### src/mips_cfg.svh
`ifndef MIPS_CFG_SVH
`define MIPS_CFG_SVH

// first fetch address, kseg1 boot vector
`define MIPS_RESET_PC 32'hbfc00000

// general purpose register count
`define MIPS_NREG 32

// data word width
`define MIPS_XLEN 32

`endif

### src/mips_pkg.sv
`include "mips_cfg.svh"

package mips_pkg;

    typedef logic [`MIPS_XLEN-1:0] word_t;
    typedef logic [4:0] creg_addr_t;
    typedef logic [3:0] rwen_t;

    typedef enum logic [3:0] {
        alu_add,
        alu_sub,
        alu_and,
        alu_or,
        alu_slt,
        alu_lui,
        alu_passb
    } alu_op_e;

    // primary opcode field, bits 31:26
    typedef enum logic [5:0] {
        op_rtype = 6'h00,
        op_j     = 6'h02,
        op_beq   = 6'h04,
        op_bne   = 6'h05,
        op_addiu = 6'h09,
        op_ori   = 6'h0d,
        op_lui   = 6'h0f,
        op_lb    = 6'h20,
        op_lw    = 6'h23,
        op_sb    = 6'h28,
        op_sw    = 6'h2b
    } opcode_e;

    typedef enum logic [2:0] {
        st_fetch_req,
        st_fetch_wait,
        st_execute,
        st_mem_req,
        st_mem_wait,
        st_writeback
    } core_state_e;

    typedef struct packed {
        alu_op_e alu_op;
        logic    use_imm;
        logic    zero_ext;
        logic    reg_write;
        logic    mem_read;
        logic    mem_write;
        logic    byte_access;
        logic    branch_eq;
        logic    branch_ne;
        logic    jump;
        logic    dest_rt;
    } ctrl_t;

    typedef struct packed {
        logic       req;
        word_t      addr;
        logic [1:0] size;
    } m_r_t;

    typedef struct packed {
        rwen_t wen;
        word_t addr;
        word_t wd;
    } m_w_t;

    typedef struct packed {
        logic       wen;
        creg_addr_t addr;
        word_t      wd;
    } rf_w_t;

endpackage

### src/alu.sv
`timescale 1ns/1ns

module alu (
    input  mips_pkg::word_t   a,
    input  mips_pkg::word_t   b,
    input  mips_pkg::alu_op_e op,
    output mips_pkg::word_t   y,
    output logic              zero
);
    import mips_pkg::*;

    always_comb begin
        case (op)
            alu_add: begin
                y = a + b;
            end
            alu_sub: begin
                y = a - b;
            end
            alu_and: begin
                y = a & b;
            end
            alu_or: begin
                y = a | b;
            end
            // signed compare
            alu_slt: begin
                y = ($signed(a) < $signed(b)) ? 32'd1 : 32'd0;
            end
            alu_lui: begin
                y = {b[15:0], 16'h0000};
            end
            default: begin
                y = b;
            end
        endcase
    end

    // equal compare for beq/bne, op is sub there
    assign zero = (y == '0);

endmodule

### src/regfile.sv
`timescale 1ns/1ns
`include "mips_cfg.svh"

module regfile (
    input  logic                 clk,
    input  logic                 arst_n,
    input  mips_pkg::creg_addr_t ra1,
    input  mips_pkg::creg_addr_t ra2,
    output mips_pkg::word_t      rd1,
    output mips_pkg::word_t      rd2,
    input  mips_pkg::rf_w_t      w
);
    import mips_pkg::*;

    word_t regs [`MIPS_NREG];

    // r0 is never written so it stays zero
    always_ff @(posedge clk or negedge arst_n) begin
        if (!arst_n) begin
            for (int i = 0; i < `MIPS_NREG; i++) begin
                regs[i] <= '0;
            end
        end else if (w.wen && (w.addr != '0)) begin
            regs[w.addr] <= w.wd;
        end
    end

    // asynchronous read
    assign rd1 = regs[ra1];
    assign rd2 = regs[ra2];

endmodule

### src/decoder.sv
`timescale 1ns/1ns

module decoder (
    input  mips_pkg::word_t      instr,
    output mips_pkg::ctrl_t      ctrl,
    output mips_pkg::creg_addr_t rs,
    output mips_pkg::creg_addr_t rt,
    output mips_pkg::creg_addr_t rd,
    output mips_pkg::word_t      imm
);
    import mips_pkg::*;

    // function field of R-type instructions
    typedef enum logic [5:0] {
        fn_addu = 6'h21,
        fn_subu = 6'h23,
        fn_and  = 6'h24,
        fn_or   = 6'h25,
        fn_slt  = 6'h2a
    } funct_e;

    opcode_e opcode;
    funct_e  funct;

    assign opcode = opcode_e'(instr[31:26]);
    assign funct  = funct_e'(instr[5:0]);

    assign rs = instr[25:21];
    assign rt = instr[20:16];
    assign rd = instr[15:11];

    always_comb begin
        ctrl = '0;
        ctrl.alu_op = alu_passb;
        case (opcode)
            op_rtype: begin
                ctrl.reg_write = 1'b1;
                case (funct)
                    fn_addu: ctrl.alu_op = alu_add;
                    fn_subu: ctrl.alu_op = alu_sub;
                    fn_and:  ctrl.alu_op = alu_and;
                    fn_or:   ctrl.alu_op = alu_or;
                    fn_slt:  ctrl.alu_op = alu_slt;
                    // unknown funct, nop
                    default: ctrl.reg_write = 1'b0;
                endcase
            end
            op_addiu, op_ori, op_lui: begin
                ctrl.use_imm   = 1'b1;
                ctrl.reg_write = 1'b1;
                ctrl.dest_rt   = 1'b1;
                ctrl.zero_ext  = (opcode != op_addiu);
                case (opcode)
                    op_addiu: ctrl.alu_op = alu_add;
                    op_ori:   ctrl.alu_op = alu_or;
                    default:  ctrl.alu_op = alu_lui;
                endcase
            end
            op_lw, op_lb: begin
                ctrl.alu_op      = alu_add;
                ctrl.use_imm     = 1'b1;
                ctrl.reg_write   = 1'b1;
                ctrl.dest_rt     = 1'b1;
                ctrl.mem_read    = 1'b1;
                ctrl.byte_access = (opcode == op_lb);
            end
            op_sw, op_sb: begin
                ctrl.alu_op      = alu_add;
                ctrl.use_imm     = 1'b1;
                ctrl.mem_write   = 1'b1;
                ctrl.byte_access = (opcode == op_sb);
            end
            op_beq, op_bne: begin
                ctrl.alu_op    = alu_sub;
                ctrl.branch_eq = (opcode == op_beq);
                ctrl.branch_ne = (opcode == op_bne);
            end
            op_j: begin
                ctrl.jump = 1'b1;
            end
            default: begin
                ctrl.reg_write = 1'b0;
            end
        endcase
    end

    assign imm = ctrl.zero_ext ? {16'h0000, instr[15:0]} : {{16{instr[15]}}, instr[15:0]};

endmodule

### src/datapath.sv
`timescale 1ns/1ns
`include "mips_cfg.svh"

module datapath (
    input  logic              clk,
    input  logic              arst_n,
    output logic              inst_req,
    output mips_pkg::word_t   inst_addr,
    input  mips_pkg::word_t   inst_rdata,
    input  logic              inst_addr_ok,
    input  logic              inst_data_ok,
    output mips_pkg::m_r_t    mread,
    output mips_pkg::m_w_t    mwrite,
    input  mips_pkg::word_t   data_rdata,
    input  logic              data_addr_ok,
    input  logic              data_data_ok,
    output mips_pkg::rf_w_t   rfwrite,
    output mips_pkg::word_t   wb_pc
);
    import mips_pkg::*;

    core_state_e state;
    core_state_e state_next;
    logic        boot_done;

    word_t pc;
    word_t ipc;
    word_t ir;
    word_t alu_q;
    word_t load_q;

    ctrl_t      ctrl;
    creg_addr_t rs;
    creg_addr_t rt;
    creg_addr_t rd;
    creg_addr_t wdest;
    word_t      imm;
    word_t      rs_val;
    word_t      rt_val;
    word_t      alu_b;
    word_t      alu_y;
    logic       alu_zero;

    word_t      pc_plus4;
    word_t      br_target;
    word_t      j_target;
    word_t      pc_next;
    logic       take_branch;
    logic [7:0] load_byte;
    word_t      load_val;

    decoder decoder (.instr(ir), .ctrl, .rs, .rt, .rd, .imm);

    regfile regfile (
        .clk, .arst_n,
        .ra1(rs), .ra2(rt),
        .rd1(rs_val), .rd2(rt_val),
        .w(rfwrite)
    );

    assign alu_b = ctrl.use_imm ? imm : rt_val;

    alu alu (.a(rs_val), .b(alu_b), .op(ctrl.alu_op), .y(alu_y), .zero(alu_zero));

    // no delay slot, target is relative to pc+4
    assign pc_plus4    = pc + 32'd4;
    assign br_target   = pc_plus4 + {imm[29:0], 2'b00};
    assign j_target    = {pc_plus4[31:28], ir[25:0], 2'b00};
    assign take_branch = (ctrl.branch_eq && alu_zero) || (ctrl.branch_ne && !alu_zero);

    always_comb begin
        if (ctrl.jump) begin
            pc_next = j_target;
        end else if (take_branch) begin
            pc_next = br_target;
        end else begin
            pc_next = pc_plus4;
        end
    end

    always_comb begin
        state_next = state;
        case (state)
            st_fetch_req: begin
                if (inst_req && inst_addr_ok) begin
                    state_next = st_fetch_wait;
                end
            end
            st_fetch_wait: begin
                if (inst_data_ok) begin
                    state_next = st_execute;
                end
            end
            st_execute: begin
                if (ctrl.mem_read || ctrl.mem_write) begin
                    state_next = st_mem_req;
                end else if (ctrl.reg_write) begin
                    state_next = st_writeback;
                end else begin
                    state_next = st_fetch_req;
                end
            end
            st_mem_req: begin
                if (data_addr_ok) begin
                    state_next = st_mem_wait;
                end
            end
            st_mem_wait: begin
                if (data_data_ok) begin
                    state_next = ctrl.mem_read ? st_writeback : st_fetch_req;
                end
            end
            default: begin
                state_next = st_fetch_req;
            end
        endcase
    end

    always_ff @(posedge clk or negedge arst_n) begin
        if (!arst_n) begin
            state     <= st_fetch_req;
            boot_done <= 1'b0;
            pc        <= `MIPS_RESET_PC;
        end else begin
            state     <= state_next;
            boot_done <= 1'b1;
            if (state == st_execute) begin
                pc <= pc_next;
            end
        end
    end

    always_ff @(posedge clk) begin
        if (state == st_fetch_wait && inst_data_ok) begin
            ir <= inst_rdata;
        end
        if (state == st_execute) begin
            ipc   <= pc;
            alu_q <= alu_y;
        end
        if (state == st_mem_wait && data_data_ok) begin
            load_q <= load_val;
        end
    end

    // fetch port
    assign inst_req  = boot_done && (state == st_fetch_req);
    assign inst_addr = pc;

    // lb picks the addressed byte from the word
    assign load_byte = data_rdata[{alu_q[1:0], 3'b000} +: 8];
    assign load_val  = ctrl.byte_access ? {{24{load_byte[7]}}, load_byte} : data_rdata;

    always_comb begin
        mread.req  = (state == st_mem_req) && ctrl.mem_read;
        mread.addr = alu_q;
        mread.size = ctrl.byte_access ? 2'd0 : 2'd2;
    end

    always_comb begin
        mwrite.addr = alu_q;
        mwrite.wd   = ctrl.byte_access ? {4{rt_val[7:0]}} : rt_val;
        mwrite.wen  = 4'b0000;
        if (state == st_mem_req && ctrl.mem_write) begin
            mwrite.wen = ctrl.byte_access ? (4'b0001 << alu_q[1:0]) : 4'b1111;
        end
    end

    assign wdest = ctrl.dest_rt ? rt : rd;

    always_comb begin
        rfwrite.wen  = (state == st_writeback);
        rfwrite.addr = wdest;
        rfwrite.wd   = ctrl.mem_read ? load_q : alu_q;
    end

    assign wb_pc = ipc;

endmodule

### src/mycpu.sv
`timescale 1ns/1ns

module mycpu (
    input  logic                 clk,
    input  logic                 arst_n,

    output logic                 inst_req,
    output mips_pkg::word_t      inst_addr,
    input  mips_pkg::word_t      inst_rdata,
    input  logic                 inst_addr_ok,
    input  logic                 inst_data_ok,

    output logic                 data_req,
    output logic                 data_wr,
    output logic [1:0]           data_size,
    output mips_pkg::word_t      data_addr,
    output mips_pkg::word_t      data_wdata,
    input  mips_pkg::word_t      data_rdata,
    input  logic                 data_addr_ok,
    input  logic                 data_data_ok,

    output mips_pkg::word_t      debug_wb_pc,
    output mips_pkg::rwen_t      debug_wb_rf_wen,
    output mips_pkg::creg_addr_t debug_wb_rf_wnum,
    output mips_pkg::word_t      debug_wb_rf_wdata
);
    import mips_pkg::*;

    m_r_t  mread;
    m_w_t  mwrite;
    rf_w_t rfwrite;
    word_t inst_vaddr;

    // kseg0/kseg1 (8xxxxxxx to bxxxxxxx) drop the top three bits
    function automatic word_t phys_addr(input word_t va);
        if (va[31:30] == 2'b10) begin
            return {3'b000, va[28:0]};
        end
        return va;
    endfunction

    datapath datapath (
        .clk, .arst_n,
        .inst_req, .inst_addr(inst_vaddr), .inst_rdata, .inst_addr_ok, .inst_data_ok,
        .mread, .mwrite, .data_rdata, .data_addr_ok, .data_data_ok,
        .rfwrite, .wb_pc(debug_wb_pc)
    );

    assign inst_addr = phys_addr(inst_vaddr);

    // reads and writes share one data port and one alu address
    assign data_wr    = |mwrite.wen;
    assign data_req   = mread.req || data_wr;
    assign data_addr  = phys_addr(mread.addr);
    assign data_wdata = mwrite.wd;

    always_comb begin
        if (data_wr) begin
            data_size = (mwrite.wen == 4'b1111) ? 2'd2 : 2'd0;
        end else begin
            data_size = mread.size;
        end
    end

    // r0 writes are not reported
    assign debug_wb_rf_wen   = {4{rfwrite.wen && (rfwrite.addr != '0)}};
    assign debug_wb_rf_wnum  = rfwrite.addr;
    assign debug_wb_rf_wdata = rfwrite.wd;

endmodule

### config.mk
export PLATFORM = sky130hd
export DESIGN_NAME = mycpu
export DESIGN_NICKNAME = d
export VERILOG_FILES = /design/src/mips_pkg.sv /design/src/alu.sv /design/src/regfile.sv /design/src/decoder.sv /design/src/datapath.sv /design/src/mycpu.sv
export VERILOG_INCLUDE_DIRS = /design/src /design/src/src
export SDC_FILE = /design/constraint.sdc
export NUM_CORES = 2
export LEC_CHECK = 0
export CORE_UTILIZATION = 65
export DETAILED_ROUTE_END_ITERATION = 12
export DONT_BUFFER_PORTS = 1
export PLACE_DENSITY = 0.86
export SLEW_MARGIN = 20
export SYNTH_ARGS = -nofsm -noshare
export SYNTH_HDL_FRONTEND = slang
export SYNTH_HIERARCHICAL = 1
export SYNTH_SLANG_ARGS = --single-unit
### constraint.sdc
create_clock -name clk -period 11.1 [get_ports clk]
set_input_delay 2.22 -clock clk [delete_from_list [all_inputs] [get_ports clk]]
set_output_delay 2.22 -clock clk [all_outputs]
set_load 0.02 [all_outputs]
==> results.toml <==
[timing]
worst_pin_slew_ns = 1.236
rsz0062_at_grt = "false"
hold_violations = 0
skew_ns = 0.03512
period_needed_ns = 9.320
final-max-slew-violation-count = 0
relSlewSlack_pct = 16.72
setup_violations = 0
whs_ns = 0.4046
max_freq_mhz = 107.3
post-route-period-util_pct = 83.97
finalSetupTns_ns = 0
worst_slack_ns = 1.780

[worst_setup_path]
crit_arrival_ns = 9.98
endpoint_kind = "register"
start_kind = "register"
cp_max_fo = 79
path_buf_inv = 4
path_class = "register to register"
max_stage_delay_ns = 0.80
crit_required_ns = 11.76
critPathTopFamily = "compound AO/OA/AOI/OAI gates"
slowest_stage = "o21ai_1"

[logic_synthesis]
synth.cell_area_um2 = 72560
ys_warn_count = 6
netlist_instances = 6621
synth.avg_cell_area_um2 = 10.96

[layout]
num-nets-final = 6446
drive_above_1_share_pct = 23.10
final_area_um2 = 76760
synthToLayoutAreaGrowth_pct = 5.784

[grt]
grt_pass1_wl_um = 367900
gr-total-overflow = 0
antenna_found_initial = 18
grt_start_max_net_pins = 240
grt_usage_pct = 43.89
grt_pass1_vias = 57240

[route]
num_vias = 57480
vias_per_cell = 7.339
firstDrtPassIters = 8
drt-total-wl_um = 252200
final_antenna_net_count = 0
drc = 0
drtIter0Drc = 8087
routedWlPerCell_um = 32.20

[place]
gp_congestion = 1.046
hpwlAfterDp_um = 151000
postPlaceCellArea_um2 = 72450
place_ws_ns = 2.271
port_buffers = 0

[pwr]
total_power_mw = 17.73
p_per_area_nw_per_um2 = 231.0
power.leakage_nw = 36.67
max-vdd-ir-drop_v = 0.0001602

[clocking]
htreeDepth = 3
cts_max_path_buffers = 3
post_cts_buffers = 0
cts_hold_buf = 0
clock_sinks = 1184
cts_tree = "yes"
cts_buffers = 119
clk_pin_slew_worst_paths_ns = 0.06
clk_latency_ns = 0.76
cts_root_buf = "clkbuf_16"
post_cts_resized = 0

[floorplan]
row_count = 122
die_area_um2 = 113000
core_um2 = 110700
die_y_um = 336.1
initial_core_util_pct = 65.57
dieWidth_um = 336.1
ios = 244

[worst_hold_path]
hold_class = "register to register"

[status]
status = "complete, no violations"

[run]
cap_violations = 0
## metal layers
layer  wire (µm)  track usage, %
met1       92020           55.35
met2      106400           63.18
met3       31410           13.72
met4       22140           32.90
met5         231          0.5532
## final timing paths
| check | startpoint | endpoint | slack, ns | cells after the start |
|---|---|---|---|---|
| max in group asynchronous | arst_n | datapath/regfile/regs[860] | 7.01 | 5 |
| min in group asynchronous | arst_n | datapath/regfile/regs[971] | 1.18 | 0 |
| worst min-delay path | datapath/regfile/regs[1011] | datapath/regfile/regs[1011] | 0.40 | 0 |
| worst max register to register | datapath/ir[17] | datapath/inst_addr[31] | 1.78 | 27 |
| worst max-delay path | datapath/ir[17] | datapath/inst_addr[31] | 1.78 | 27 |
| worst min register to register | datapath/regfile/regs[1011] | datapath/regfile/regs[1011] | 0.40 | 0 |
## worst reg2reg max path: cells and delay by family (launching register included)
kind / cells / cell delay [ns]
AO/OA/AOI/OAI: 10 / 3.45
adder cells (fa/ha/maj): 1 / 0.48
buffers and inverters: 4 / 1.07
flip-flops: 1 / 0.79
multiplexers: 2 / 0.46
AND/OR/NAND/NOR: 10 / 2.98
## area by class of cell
cell class / instances / area [µm²]
Sequential cell: 1184 / 30270
Clock buffer: 166 / 3471
Multi-Input combinational cell: 4628 / 38420
Tap cell: 1488 / 1862
Antenna cell: 12 / 30.03
Inverter: 177 / 668.1
Clock inverter: 53 / 745.7
Fill cell: 7685 / 33910
Timing Repair Buffer: 124 / 1286
## per-stage QoR
| step | util (%) | instances |
|---|---|---|
| 3_3_place_gp | 65.44 | 7598 |
| 3_5_place_dp | 65.47 | 7599 |
| 6_report | 69.36 | 7832 |
| 5_1_grt | 69.34 | 7825 |
| 4_1_cts | 69.28 | 7818 |
| 2_1_floorplan | - | 6625 |
## flip-flops by register name, indices dropped and copies added, names as in the netlist
name / flops
datapath/alu_q: 32
datapath/boot_done: 1
datapath/inst_addr: 30
datapath/ir: 32
datapath/load_q: 32
datapath/regfile/regs: 1024
datapath/state: 3
datapath/wb_pc: 30
## power breakdown
group / total [mW] / internal (mW) / switching [mW]
logic: 7.33 / 2.56 / 4.78
clock network: 4.32 / 2.51 / 1.81
registers: 6.07 / 5.22 / 0.849
## cell usage in the layout (no fill, tap or decap), drive strengths merged, types with 16 or more instances in the layout
cell	count
nand2	394
mux2i	1036
dfrtp	1049
a21oi	346
a22oi	198
nor3	108
a22o	130
ha	139
clkbuf	166
xor2	18
a31oi	92
clkinv	29
o21a	21
a221oi	16
nand3	235
nand4	23
or3	16
o22ai	24
mux2	1039
a211oi	18
o21ai	181
buf	124
nor2b	24
nor2	179
o211ai	26
xnor2	50
a21o	28
nand2b	26
edfxtp	126
o31ai	25
and3	21
inv	181
No activity file was read; power rests on OpenSTA's default activity.
